<file path="config.mk">
export PLATFORM = sky130hd
export DESIGN_NAME = src_stream_top
export DESIGN_NICKNAME = d
export VERILOG_FILES = /design/src/verilog/src_stream_pkg.sv /design/src/verilog/src_addr_gen.sv /design/src/verilog/src_load_unit.sv /design/src/verilog/src_stream_fifo.sv /design/src/verilog/src_stream_top.sv
export VERILOG_INCLUDE_DIRS = /design/src /design/src/verilog
export SDC_FILE = /design/constraint.sdc
export NUM_CORES = 1
export LEC_CHECK = 0
export BUFFER_PORTS_ARGS = -buffer_cell sky130_fd_sc_hd__buf_4
export CAP_MARGIN = 20
export CORE_MARGIN = 2
export CORE_UTILIZATION = 55
export CTS_CLUSTER_DIAMETER = 60
export CTS_CLUSTER_SIZE = 10
export DETAILED_ROUTE_END_ITERATION = 10
export PLACE_DENSITY_LB_ADDON = 0.1
export SYNTH_ARGS = -nofsm -noshare
export SYNTH_HDL_FRONTEND = slang
export SYNTH_SLANG_ARGS = --single-unit
</file>
<file path="constraint.sdc">
create_clock -name clk_i -period 12.4 [get_ports clk_i]
set_clock_uncertainty 0.2 [all_clocks]
set_input_delay 2.48 -clock clk_i [delete_from_list [all_inputs] [get_ports clk_i]]
set_output_delay 2.48 -clock clk_i [all_outputs]
set_load 0.03 [all_outputs]
</file>
<file path="src/verilog/src_stream_config.svh">
////////////////////////////////////////
// widths and depths of the source streamer
// SRC_MEM_W must stay SRC_DATA_W + 32
// offs depth caps the loads in flight
////////////////////////////////////////
`ifndef SRC_STREAM_CONFIG_SVH
`define SRC_STREAM_CONFIG_SVH

`define SRC_DATA_W 32 // output beat

`define SRC_MEM_W (`SRC_DATA_W + 32) // spare word for misaligned loads

`define SRC_ADDR_W 32 // byte address

`define SRC_CNT_W 16 // length and beat counters

`define SRC_ADDR_FIFO_DEPTH 2 // generator to load unit

`define SRC_OFFS_FIFO_DEPTH 8 // max outstanding loads

`endif

</file>
<file path="src/verilog/src_stream_pkg.sv">
////////////////////////////////////////
// types of the source streamer
// strides and lengths are unsigned
// d0_len and tot_len count beats
////////////////////////////////////////
`include "src_stream_config.svh"

package src_stream_pkg;

  typedef logic [`SRC_ADDR_W-1:0] src_addr_t; // byte address
  typedef logic [1:0]             src_offs_t; // byte within a 32-bit word
  typedef logic [`SRC_DATA_W-1:0] src_data_t; // one stream beat

  // job configuration, sampled at launch
  typedef struct packed {
    logic                  start;     // job request
    src_addr_t             base_addr; // first byte address
    logic [`SRC_CNT_W-1:0] d0_len;    // beats per inner row
    logic [15:0]           d0_stride; // inner step in bytes
    src_addr_t             d1_stride; // outer step in bytes
    logic [`SRC_CNT_W-1:0] tot_len;   // beats in the job
  } src_ctrl_t;

  typedef struct packed {
    logic ready_start; // idle, job may start
    logic done;        // one cycle at job end
  } src_flags_t;

  typedef struct packed {
    src_addr_t addr; // always word aligned
  } src_mem_req_t;

  typedef struct packed {
    logic [`SRC_MEM_W-1:0] rdata; // two words from the aligned address
  } src_mem_rsp_t;

  typedef enum logic [1:0] {
    SRC_IDLE    = 2'd0, // waiting for start
    SRC_WORKING = 2'd1, // generator still emitting
    SRC_DRAIN   = 2'd2  // waiting for the last beats
  } src_state_e;

endpackage

</file>
<file path="src/verilog/src_addr_gen.sv">
////////////////////////////////////////
// walks base + i*d0_stride + j*d1_stride
// d0_len must be nonzero
// addresses wrap modulo 2^SRC_ADDR_W
////////////////////////////////////////
`timescale 1ns/1ps
`include "src_stream_config.svh"

module src_addr_gen (
  input  logic                      clk_i,
  input  logic                      rst_ni,
  input  logic                      clear_i,
  input  logic                      launch_i,
  input  src_stream_pkg::src_ctrl_t gen_cfg_i,
  output logic                      addr_valid_o,
  output src_stream_pkg::src_addr_t addr_o,
  input  logic                      addr_ready_i,
  output logic                      gen_done_o
);
  import src_stream_pkg::*;

  src_ctrl_t             cfg_q;      // job copy
  src_addr_t             addr_q;     // current address
  src_addr_t             row_q;      // start of current row
  logic [`SRC_CNT_W-1:0] d0_cnt_q;   // inner index
  logic [`SRC_CNT_W-1:0] beat_cnt_q; // addresses handed out
  logic [`SRC_CNT_W-1:0] beat_nxt;
  logic                  active_q;
  logic                  done_q;
  logic                  addr_fire;
  logic                  row_end;

  assign addr_valid_o = active_q;
  assign addr_o       = addr_q;
  assign gen_done_o   = done_q;
  assign addr_fire    = active_q & addr_ready_i;
  assign beat_nxt     = beat_cnt_q + 1'b1;
  assign row_end      = (d0_cnt_q == cfg_q.d0_len - 1'b1); // last beat of the row

  always_ff @(posedge clk_i or negedge rst_ni) begin
    if (!rst_ni) begin
      active_q   <= 1'b0;
      done_q     <= 1'b0;
      d0_cnt_q   <= '0;
      beat_cnt_q <= '0;
    end else if (clear_i) begin
      active_q   <= 1'b0;
      done_q     <= 1'b0;
      d0_cnt_q   <= '0;
      beat_cnt_q <= '0;
    end else if (launch_i) begin
      active_q   <= (gen_cfg_i.tot_len != '0); // empty job finishes at once
      done_q     <= (gen_cfg_i.tot_len == '0);
      d0_cnt_q   <= '0;
      beat_cnt_q <= '0;
    end else if (addr_fire) begin
      beat_cnt_q <= beat_nxt;
      d0_cnt_q   <= row_end ? '0 : d0_cnt_q + 1'b1;
      if (beat_nxt == cfg_q.tot_len) begin
        active_q <= 1'b0;
        done_q   <= 1'b1; // held until next launch
      end
    end
  end

  // address datapath
  always_ff @(posedge clk_i) begin
    if (launch_i) begin
      cfg_q  <= gen_cfg_i;
      addr_q <= gen_cfg_i.base_addr;
      row_q  <= gen_cfg_i.base_addr;
    end else if (addr_fire) begin
      if (row_end) begin
        row_q  <= row_q + cfg_q.d1_stride;
        addr_q <= row_q + cfg_q.d1_stride; // next row restarts from its base
      end else begin
        addr_q <= addr_q + src_addr_t'(cfg_q.d0_stride);
      end
    end
  end

  // load unit may only relaunch once the previous pattern is exhausted
  a_no_launch_busy: assert property (@(posedge clk_i) disable iff (!rst_ni)
    launch_i |-> !active_q)
    else $error("launch while addresses pending");

endmodule

</file>
<file path="src/verilog/src_load_unit.sv">
////////////////////////////////////////
// job FSM, load issue and realignment
// memory must answer in request order
// rsp to output path is combinational
////////////////////////////////////////
`timescale 1ns/1ps
`include "src_stream_config.svh"

module src_load_unit (
  input  logic                         clk_i,
  input  logic                         rst_ni,
  input  logic                         clear_i,
  input  src_stream_pkg::src_ctrl_t    ctrl_i,
  output src_stream_pkg::src_flags_t   flags_o,
  output logic                         launch_o,
  output src_stream_pkg::src_ctrl_t    gen_cfg_o,
  input  logic                         gen_done_i,
  input  logic                         addr_valid_i,
  input  src_stream_pkg::src_addr_t    addr_i,
  output logic                         addr_ready_o,
  output logic                         mem_req_valid_o,
  output src_stream_pkg::src_mem_req_t mem_req_o,
  input  logic                         mem_req_ready_i,
  input  logic                         mem_rsp_valid_i,
  input  src_stream_pkg::src_mem_rsp_t mem_rsp_i,
  output logic                         mem_rsp_ready_o,
  output logic                         offs_push_valid_o,
  output src_stream_pkg::src_offs_t    offs_push_o,
  input  logic                         offs_push_ready_i,
  input  logic                         offs_pop_valid_i,
  input  src_stream_pkg::src_offs_t    offs_pop_i,
  output logic                         offs_pop_ready_o,
  output logic                         out_valid_o,
  output src_stream_pkg::src_data_t    out_data_o,
  input  logic                         out_ready_i
);
  import src_stream_pkg::*;

  src_state_e            cs_q;
  src_state_e            ns;
  logic [`SRC_CNT_W-1:0] beat_cnt_q; // beats delivered this job
  logic [`SRC_CNT_W-1:0] tot_len_q;
  logic                  req_fire;
  logic                  out_fire;
  logic                  last_beat;

  assign launch_o  = (cs_q == SRC_IDLE) & ctrl_i.start;
  assign gen_cfg_o = ctrl_i; // generator samples it on launch
  assign last_beat = (beat_cnt_q == tot_len_q);

  always_comb begin : fsm_comb
    ns                  = cs_q;
    flags_o.ready_start = 1'b0;
    flags_o.done        = 1'b0;
    case (cs_q)
      SRC_IDLE: begin
        flags_o.ready_start = 1'b1;
        if (ctrl_i.start) ns = SRC_WORKING;
      end
      SRC_WORKING: begin
        if (gen_done_i) ns = SRC_DRAIN; // all addresses queued
      end
      SRC_DRAIN: begin
        if (last_beat) begin
          ns           = SRC_IDLE;
          flags_o.done = 1'b1; // single-cycle pulse
        end
      end
      default: ns = SRC_IDLE;
    endcase
  end

  always_ff @(posedge clk_i or negedge rst_ni) begin : fsm_seq
    if (!rst_ni) cs_q <= SRC_IDLE;
    else if (clear_i) cs_q <= SRC_IDLE;
    else cs_q <= ns;
  end

  always_ff @(posedge clk_i or negedge rst_ni) begin
    if (!rst_ni) beat_cnt_q <= '0;
    else if (clear_i || launch_o) beat_cnt_q <= '0;
    else if (out_fire) beat_cnt_q <= beat_cnt_q + 1'b1;
  end

  always_ff @(posedge clk_i) begin
    if (launch_o) tot_len_q <= ctrl_i.tot_len;
  end

  // request side, held back once the offset FIFO is full
  assign mem_req_valid_o   = (cs_q != SRC_IDLE) & addr_valid_i & offs_push_ready_i;
  assign mem_req_o.addr    = {addr_i[`SRC_ADDR_W-1:2], 2'b00}; // word aligned
  assign req_fire          = mem_req_valid_o & mem_req_ready_i;
  assign addr_ready_o      = req_fire; // pop address on grant
  assign offs_push_valid_o = req_fire;
  assign offs_push_o       = addr_i[1:0];

  // response side
  assign out_valid_o      = mem_rsp_valid_i;
  assign mem_rsp_ready_o  = out_ready_i;
  assign out_fire         = out_valid_o & out_ready_i;
  assign offs_pop_ready_o = out_fire;

  // pick bytes offs..offs+3 out of the wide word
  always_comb begin : realign
    case (offs_pop_i)
      2'd0:    out_data_o = mem_rsp_i.rdata[0 +: `SRC_DATA_W];
      2'd1:    out_data_o = mem_rsp_i.rdata[8 +: `SRC_DATA_W];
      2'd2:    out_data_o = mem_rsp_i.rdata[16 +: `SRC_DATA_W];
      default: out_data_o = mem_rsp_i.rdata[24 +: `SRC_DATA_W];
    endcase
  end

  // memory hold and offset FIFO head together keep the beat steady
  a_out_stable: assert property (@(posedge clk_i) disable iff (!rst_ni || clear_i)
    out_valid_o && !out_ready_i |=> out_valid_o && $stable(out_data_o))
    else $error("output beat changed under stall");

  // every response needs the offset of its granted request
  a_rsp_has_offs: assert property (@(posedge clk_i) disable iff (!rst_ni || clear_i)
    mem_rsp_valid_i |-> offs_pop_valid_i)
    else $error("response without pending offset");

endmodule

</file>
<file path="src/verilog/src_stream_fifo.sv">
////////////////////////////////////////
// synchronous FIFO, any payload type
// pop data is read from storage registers
// one cycle from push to pop side
////////////////////////////////////////
`timescale 1ns/1ps

module src_stream_fifo #(
  parameter type         T     = logic [31:0],
  parameter int unsigned DEPTH = 2
) (
  input  logic clk_i,
  input  logic rst_ni,
  input  logic clear_i,
  input  logic push_valid_i,
  input  T     push_data_i,
  output logic push_ready_o,
  output logic pop_valid_o,
  output T     pop_data_o,
  input  logic pop_ready_i
);

  localparam int unsigned PTR_W = (DEPTH > 1) ? $clog2(DEPTH) : 1;
  localparam int unsigned CNT_W = $clog2(DEPTH + 1);

  T                 mem_q [DEPTH]; // storage, no reset
  logic [PTR_W-1:0] wr_ptr_q;
  logic [PTR_W-1:0] rd_ptr_q;
  logic [CNT_W-1:0] cnt_q; // occupancy
  logic             push_fire;
  logic             pop_fire;

  // pointer step that wraps at any depth
  function automatic logic [PTR_W-1:0] ptr_inc(input logic [PTR_W-1:0] ptr);
    ptr_inc = (ptr == PTR_W'(DEPTH - 1)) ? '0 : ptr + 1'b1;
  endfunction

  assign push_ready_o = (cnt_q != CNT_W'(DEPTH)); // low when full
  assign pop_valid_o  = (cnt_q != '0);            // low when empty
  assign pop_data_o   = mem_q[rd_ptr_q];
  assign push_fire    = push_valid_i & push_ready_o;
  assign pop_fire     = pop_valid_o & pop_ready_i;

  always_ff @(posedge clk_i or negedge rst_ni) begin
    if (!rst_ni) begin
      wr_ptr_q <= '0;
      rd_ptr_q <= '0;
      cnt_q    <= '0;
    end else if (clear_i) begin
      wr_ptr_q <= '0;
      rd_ptr_q <= '0;
      cnt_q    <= '0;
    end else begin
      if (push_fire) wr_ptr_q <= ptr_inc(wr_ptr_q);
      if (pop_fire) rd_ptr_q <= ptr_inc(rd_ptr_q);
      if (push_fire && !pop_fire) cnt_q <= cnt_q + 1'b1;
      else if (pop_fire && !push_fire) cnt_q <= cnt_q - 1'b1;
    end
  end

  always_ff @(posedge clk_i) begin
    if (push_fire) mem_q[wr_ptr_q] <= push_data_i;
  end

  // a push never lands on the unread head entry
  a_no_overflow: assert property (@(posedge clk_i) disable iff (!rst_ni || clear_i)
    push_fire && (cnt_q != '0) |-> wr_ptr_q != rd_ptr_q)
    else $error("push accepted while full");

  // a pop request always finds an entry
  a_no_underflow: assert property (@(posedge clk_i) disable iff (!rst_ni || clear_i)
    pop_ready_i |-> pop_valid_o)
    else $error("pop while empty");

endmodule

</file>
<file path="src/verilog/src_stream_top.sv">
////////////////////////////////////////
// source streamer top, wiring only
// memory answers in order, any latency
// loads in flight capped by offs depth
////////////////////////////////////////
`timescale 1ns/1ps
`include "src_stream_config.svh"

module src_stream_top (
  input  logic                         clk_i,
  input  logic                         rst_ni,
  input  logic                         clear_i,
  input  src_stream_pkg::src_ctrl_t    ctrl_i,
  output src_stream_pkg::src_flags_t   flags_o,
  output logic                         mem_req_valid_o,
  output src_stream_pkg::src_mem_req_t mem_req_o,
  input  logic                         mem_req_ready_i,
  input  logic                         mem_rsp_valid_i,
  input  src_stream_pkg::src_mem_rsp_t mem_rsp_i,
  output logic                         mem_rsp_ready_o,
  output logic                         out_valid_o,
  output src_stream_pkg::src_data_t    out_data_o,
  input  logic                         out_ready_i
);
  import src_stream_pkg::*;

  logic      launch;
  src_ctrl_t gen_cfg;
  logic      gen_done;
  logic      gen_addr_valid;  // generator to address FIFO
  src_addr_t gen_addr;
  logic      gen_addr_ready;
  logic      fifo_addr_valid; // address FIFO to load unit
  src_addr_t fifo_addr;
  logic      fifo_addr_ready;
  logic      offs_push_valid; // offsets of granted loads
  src_offs_t offs_push;
  logic      offs_push_ready;
  logic      offs_pop_valid;
  src_offs_t offs_pop;
  logic      offs_pop_ready;

  src_addr_gen i_addr_gen (
    .clk_i        ( clk_i          ),
    .rst_ni       ( rst_ni         ),
    .clear_i      ( clear_i        ),
    .launch_i     ( launch         ),
    .gen_cfg_i    ( gen_cfg        ),
    .addr_valid_o ( gen_addr_valid ),
    .addr_o       ( gen_addr       ),
    .addr_ready_i ( gen_addr_ready ),
    .gen_done_o   ( gen_done       )
  );

  src_stream_fifo #(
    .T     ( src_addr_t           ),
    .DEPTH ( `SRC_ADDR_FIFO_DEPTH )
  ) i_addr_fifo (
    .clk_i        ( clk_i           ),
    .rst_ni       ( rst_ni          ),
    .clear_i      ( clear_i         ),
    .push_valid_i ( gen_addr_valid  ),
    .push_data_i  ( gen_addr        ),
    .push_ready_o ( gen_addr_ready  ),
    .pop_valid_o  ( fifo_addr_valid ),
    .pop_data_o   ( fifo_addr       ),
    .pop_ready_i  ( fifo_addr_ready )
  );

  src_stream_fifo #(
    .T     ( src_offs_t           ),
    .DEPTH ( `SRC_OFFS_FIFO_DEPTH )
  ) i_offs_fifo (
    .clk_i        ( clk_i           ),
    .rst_ni       ( rst_ni          ),
    .clear_i      ( clear_i         ),
    .push_valid_i ( offs_push_valid ),
    .push_data_i  ( offs_push       ),
    .push_ready_o ( offs_push_ready ),
    .pop_valid_o  ( offs_pop_valid  ),
    .pop_data_o   ( offs_pop        ),
    .pop_ready_i  ( offs_pop_ready  )
  );

  src_load_unit i_load_unit (
    .clk_i             ( clk_i           ),
    .rst_ni            ( rst_ni          ),
    .clear_i           ( clear_i         ),
    .ctrl_i            ( ctrl_i          ),
    .flags_o           ( flags_o         ),
    .launch_o          ( launch          ),
    .gen_cfg_o         ( gen_cfg         ),
    .gen_done_i        ( gen_done        ),
    .addr_valid_i      ( fifo_addr_valid ),
    .addr_i            ( fifo_addr       ),
    .addr_ready_o      ( fifo_addr_ready ),
    .mem_req_valid_o   ( mem_req_valid_o ),
    .mem_req_o         ( mem_req_o       ),
    .mem_req_ready_i   ( mem_req_ready_i ),
    .mem_rsp_valid_i   ( mem_rsp_valid_i ),
    .mem_rsp_i         ( mem_rsp_i       ),
    .mem_rsp_ready_o   ( mem_rsp_ready_o ),
    .offs_push_valid_o ( offs_push_valid ),
    .offs_push_o       ( offs_push       ),
    .offs_push_ready_i ( offs_push_ready ),
    .offs_pop_valid_i  ( offs_pop_valid  ),
    .offs_pop_i        ( offs_pop        ),
    .offs_pop_ready_o  ( offs_pop_ready  ),
    .out_valid_o       ( out_valid_o     ),
    .out_data_o        ( out_data_o      ),
    .out_ready_i       ( out_ready_i     )
  );

endmodule
</file>
* Word level (Yosys, flattened, before mapping)
Memory sizes are Yosys's and may differ from the RTL's.
Cells that the tools add are included.
** Storage, ports and cells
- Memory bits (writable) :: 80
- Memories :: 2
- Output and inout bits :: 69
- Register bits after elaboration :: 210
** Operators by class
- Reduce and logical (&&, ||, !) cells :: 30
- Add/subtract/negate cells :: 14
- Bitwise operators :: 9
- Equal/unequal tests :: 14
- Mux-type cells :: 54
** Memories
- i_addr_fifo.mem_q :: words 2, width 32, rd ports 1, clocked after memory_dff 0, write ports 1, RTL line src_stream_fifo.sv:26 : T mem_q [DEPTH];
- i_offs_fifo.mem_q :: words 8, width 2, rd ports 1, clocked after memory_dff 0, write ports 1, RTL line src_stream_fifo.sv:26
** Operators by type and width (count)
- $mux W32 :: 6
- $mux W16 :: 9
- $pmux W32 S3 :: 1
- $add A16 B1 Y16 const B :: 3
- $eq A16 B16 Y1 :: 3
- $add A32 B16 Y32 :: 1
- $add A32 B32 Y32 :: 1
- $mux W1 :: 21
- $mux W3 :: 6
- $reduce_bool A2 Y1 :: 9
- $logic_not A16 Y1 :: 1
- $reduce_bool A16 Y1 :: 1
- $sub A16 B1 Y16 const B :: 1
- $mux W2 :: 7
- $mux W4 :: 3
- $reduce_bool A3 Y1 :: 4
- $and A1 B1 Y1 :: 9
- $add A3 B1 Y3 const B :: 2
- $eq A3 B3 Y1 const B :: 2
- $ne A3 B3 Y1 const B :: 2
- $pmux W2 S3 :: 1
- $add A4 B1 Y4 const B :: 1
- $eq A2 B1 Y1 const B :: 2
- $eq A2 B2 Y1 const B :: 2
- 14 further kinds :: 23

* Longest topological paths before layout
- Depth in word-level cells :: 10
- Gate-level depth with buffers :: 13
- Depth with buffers taken out :: 12

* Modules after synthesis
A second synthesis with hierarchy kept.
** Second synthesis, totals
- Cell total of the unflattened synthesis :: 1564
- Area total of the unflattened synthesis :: 18067.3 µm²
** Modules (own cells, without submodules)
- src_addr_gen :: seq. area each 5175.0 µm², area an instance 10596.4 µm², cells an instance 1006, times used 1
- src_load_unit :: seq. area each 930.9 µm², area an instance 3535.9 µm², cells an instance 329, times used 1
- src_stream_fifo (i_addr_fifo) :: seq. area each 2021.9 µm², area an instance 2551.2 µm², cells an instance 124, times used 1
- src_stream_fifo (i_offs_fifo) :: seq. area each 730.7 µm², area an instance 1383.8 µm², cells an instance 105, times used 1

* Worst setup path after synthesis
Ideal clock, no wire load.
- Kind :: input port to flip-flop
- Start :: in ctrl_i[112] (netlist bit)
- End :: reg i_addr_gen.row_q[24] (data pin)
- Library setup time :: 0.381 ns
- Cell stages on the path :: 5
- Arrival :: 5.723 ns
- Buffers on the path :: 2
- Setup slack :: 6.096 ns
- Required time :: 11.819 ns
- Cells stage by stage :: nand2_1 inv_1 clkbuf_1 clkbuf_1 o21ai_0
** Between the ends
- Word-level cells in the longest chain between the ends :: 2
** Ends and longest elaborated chain
- from (decl) :: RTL line src_stream_top.sv:13 : input src_stream_pkg::src_ctrl_t ctrl_i,
- $and A1 B1 Y1 :: RTL line src_load_unit.sv:47 : assign launch_o = (cs_q == SRC_IDLE) & ctrl_i.start;
- via i_addr_gen.launch_i :: RTL line src_addr_gen.sv:13 : input logic launch_i,
- $mux W32 :: RTL line src_addr_gen.sv:68 : if (launch_i) begin
- to (signal assigned) :: RTL line src_addr_gen.sv:71 : row_q <= gen_cfg_i.base_addr;
- to (signal assigned) :: RTL line src_addr_gen.sv:74 : row_q <= row_q + cfg_q.d1_stride;
- to (decl) :: RTL line src_addr_gen.sv:24 : src_addr_t row_q;
The timed path passes the listed nets, and every way through them passes these cells.
A chain may end at the register's enable or synchronous reset.

* Final worst setup path
- Start :: in mem_rsp_i[27] (netlist bit)
- End :: out out_data_o[27]
** Between the ends
- Word-level cells in the longest chain between the ends :: 1
** Ends and longest elaborated chain
- from (decl) :: RTL line src_stream_top.sv:19 : input src_stream_pkg::src_mem_rsp_t mem_rsp_i,
- $pmux W32 S3 :: RTL line src_load_unit.sv:105 : case (offs_pop_i)
- to (decl) :: RTL line src_stream_top.sv:22 : output src_stream_pkg::src_data_t out_data_o,
Every way passes these cells.

==> impl_results.md <==
* Antenna viol nets, final at 0
* Number of top-level pins at 252
* Proportion of layout cells with a drive suffix above 1 at 21.7%
* CP Data Required Time at 9720 ps
* Nature of the critical path endpoint: primary output
* Fraction of the mapped netlist area in adder cells at 4.73%
* Number of setup violations in the final report at 0
* PostCTS Resize Cnt at 0
* Setup repair after global routing missed its margin: false
* Std-Cell Core Area at 29,500 sq um
* Data arrival time of the worst path at 3250 ps
* Total Routed Length at 37.4 mm
* Starting DRC count in detailed routing at 877
* Critical Path Start Type: primary input
* Post-Synthesis Cell Area at 16,400 sq um
* Clock root buffer master: sky130_fd_sc_hd__clkbuf_16
* Detailed-routing iteration count for the pre-antenna-repair pass at 5
* Shortest clock period the worst path allows after layout at 5930 ps
* Number of buffers added by the clock tree synthesis step at 36
* Remaining global-route overflow at 0
* Transition at the pin with the smallest max-transition slack at 988 ps
* Maximum fanout encountered on the critical timing path at 3
* Global-route wire length before repair at 59.2 mm
* Synth async-reset ratio at 22.8%
* Vert. Die Dim at 176 um
* Run status: finished, final reports clean
* Count of nets after finishing at 1,904
* Dpl hpwl at 26.8 mm
* RD Place Congestion at 0.900
* Vias in the first global route at 11,576
* Placed cells at 2,012
* Via count at 11,871
* HP Class: reg2reg
* Worst reg-to-reg setup slack at 7860 ps
* Die X-Extent at 176 um
* Largest buffer count on any clock path at 3
* Category of the critical setup timing path: in2out
* Initial Util at 55.5%
* Area of combinational cells with multiple inputs at 7400 sq um
* Number of pins exceeding their max-slew limit in the final report at 0
* Global Route Usage Sum at 23.9%
* Synthesized-area fraction occupied by and/or/nand/nor cells at 12.6%
* Final Hold Vio Count at 0
* Buffers inserted by post-CTS timing repair at 0
* Number of antenna violations at the first check in global routing at 0
* CTS sink count at 290
* Maximum number of pins on one net before global-route repair at 82
* Mean routed wirelength per cell at 18.1 um
* Post-Syn Area per Cell at 11.2 sq um
* Synth Instances at 1,455
* Post-synthesis compound-gate area fraction at 12.5%
* Worst slew slack as a fraction of its limit at 33.5%
* Ys Warns at 0
* Count of placed standard cells in the final layout, fillers left out at 2,069
* Post-detailed-route via-to-cell ratio at 5.74
* Max capacitance violation total at 0
* Fraction of the cycle the final worst path needs at 47.9%
* Number of enable flip-flop cells after synthesis at 224
* Antenna fix cells at 0
* Post-CTS Hold Fix Bufs at 0
* Port Buffers at 241
* Count of cell types in the netlist at 77
* Power density relative to cell area at 162 nW/um^2
* P_leak at 7.76 nW
* FF+latch area at 8380 sq um
* Achievable frequency at 169 MHz
* Clk pin slew, worst setup/hold paths at 50 ps
* Post-route DRC violation count at 0
* Area growth from synthesis to layout at 18.3%
* Commonest register cell after synthesis: sky130_fd_sc_hd__edfxtp_1
* Worst voltage drop across the vdd grid at 0.109 mV
* Floorplan die area at 31,100 sq um
* Count of state elements after synthesis at 290
* TritonCTS clock tree: done
* Largest family of logic cells by synthesized area: simple AND/OR/NAND/NOR gates
* Accumulated negative setup slack at 0 ps
* Standard-cell row count at 63
* Mux cell area share after synthesis at 7.54%
* Area share of xor/xnor cells in the synthesized design at 7.61%
* Fillcell total at 2,323
* # H-tree levels at 2
* Share of the yosys chip area belonging to registers at 51.2%
* Worst-Skew Late Latency at 530 ps
## power by group
group | switching (W) | internal, W
sequential | 0.0000730 | 0.00120
combinational | 0.000521 | 0.000387
clock | 0.000391 | 0.000557
## stage by stage
step | hold WS (ps) | setup WS (ps) | util [%] | power, W | cell area (sq um)
after global routing | 313 | 6340 | 65.6 | 0.00329 | 19300
after global placement | 262 | 6470 | 62.0 | 0.00216 | 18300
final | 282 | 6470 | 65.6 | 0.00313 | 19300
after detailed placement | 275 | 6390 | 62.0 | 0.00218 | 18300
after floorplan | 252 | 6100 | - | 0.00193 | 16400
after CTS | 288 | 6470 | 65.6 | 0.00314 | 19300
## cell families after synthesis
group           Yosys count
mux                     109
fa+ha+maj                60
xor+xnor                142
other cells               1
simple gates            410
flops                   290
compound gates          325
buf+inv                 118
## worst max-delay path, stage by stage
cell,delay [ps]
sky130_fd_sc_hd__buf_4,120
sky130_fd_sc_hd__mux4_2,460
sky130_fd_sc_hd__buf_4,180
## final cells by class
class	count	share of cell area [%]
flip-flops and latches	290	43.3
clock buffers	48	4.89
multi-input cells	1048	38.3
inverters	31	0.614
well taps	390	2.52
repair buffers	254	9.88
clock inverters	8	0.505
## registers in the layout (all words and copies together) (netlist names), 4 cells and up
register	count
i_addr_gen.addr_o	32
i_addr_fifo.mem_q	64
i_addr_gen.row_q	32
i_addr_gen.cfg_q	80
i_offs_fifo.mem_q	16
i_offs_fifo.cnt_q	4
i_addr_gen.beat_cnt_q	16
i_load_unit.beat_cnt_q	16
i_addr_gen.d0_cnt_q	16
## synthesized netlist by cell type (27+ instances only)
library cell | count | area (sq um)
sky130_fd_sc_hd__a211oi_1 | 29 | 218
sky130_fd_sc_hd__a21o_1 | 27 | 203
sky130_fd_sc_hd__a21oi_1 | 100 | 500
sky130_fd_sc_hd__buf_4 | 34 | 255
sky130_fd_sc_hd__clkbuf_1 | 38 | 143
sky130_fd_sc_hd__dfrtp_1 | 66 | 1650
sky130_fd_sc_hd__edfxtp_1 | 224 | 6730
sky130_fd_sc_hd__ha_1 | 57 | 713
sky130_fd_sc_hd__inv_1 | 31 | 116
sky130_fd_sc_hd__mux2_2 | 39 | 439
sky130_fd_sc_hd__mux2i_1 | 61 | 611
sky130_fd_sc_hd__nand2_1 | 95 | 357
sky130_fd_sc_hd__nand3_1 | 34 | 170
sky130_fd_sc_hd__nor2_1 | 108 | 405
sky130_fd_sc_hd__o21ai_0 | 67 | 335
sky130_fd_sc_hd__xnor2_1 | 70 | 613
sky130_fd_sc_hd__xor2_1 | 72 | 631
## metal layers
metal	vias to the layer above	GRT usage (%)	wire length, um
li1	5793	-	-
met1	5666	33.5	16700
met2	358	39.5	17600
met3	54	3.23	2290
met4	0	6.44	803
met5	-	0	0
## layout by cell type, fill, tap and decap left out, types with 36 or more instances in the layout
cell                        instances
sky130_fd_sc_hd__buf_4            253
sky130_fd_sc_hd__edfxtp_1         224
sky130_fd_sc_hd__nor2_1           107
sky130_fd_sc_hd__a21oi_1          100
sky130_fd_sc_hd__nand2_1           95
sky130_fd_sc_hd__xor2_1            72
sky130_fd_sc_hd__xnor2_1           70
sky130_fd_sc_hd__dfrtp_1           66
sky130_fd_sc_hd__o21ai_0           65
sky130_fd_sc_hd__mux2i_1           59
sky130_fd_sc_hd__ha_1              57
sky130_fd_sc_hd__mux2_2            39
sky130_fd_sc_hd__clkbuf_16         36
## path summary, 6_finish.rpt
| kind | startpoint | end | cells after the start |
|---|---|---|---|
| worst max-delay path | mem_rsp_i[27] | out_data_o[27] | 3 |
| worst min-delay path | i_addr_gen.addr_o[2] | i_addr_fifo.mem_q[0][2] | 0 |
| worst max register to register | i_addr_gen.cfg_q[64] | i_addr_gen.addr_o[15] | 9 |
| worst min register to register | i_addr_gen.addr_o[2] | i_addr_fifo.mem_q[0][2] | 0 |
| max in group asynchronous | rst_ni | i_addr_gen.beat_cnt_q[14] | 1 |
| min in group asynchronous | rst_ni | i_addr_gen.d0_cnt_q[10] | 1 |
Note: power is estimated with default switching activity, not from simulation.
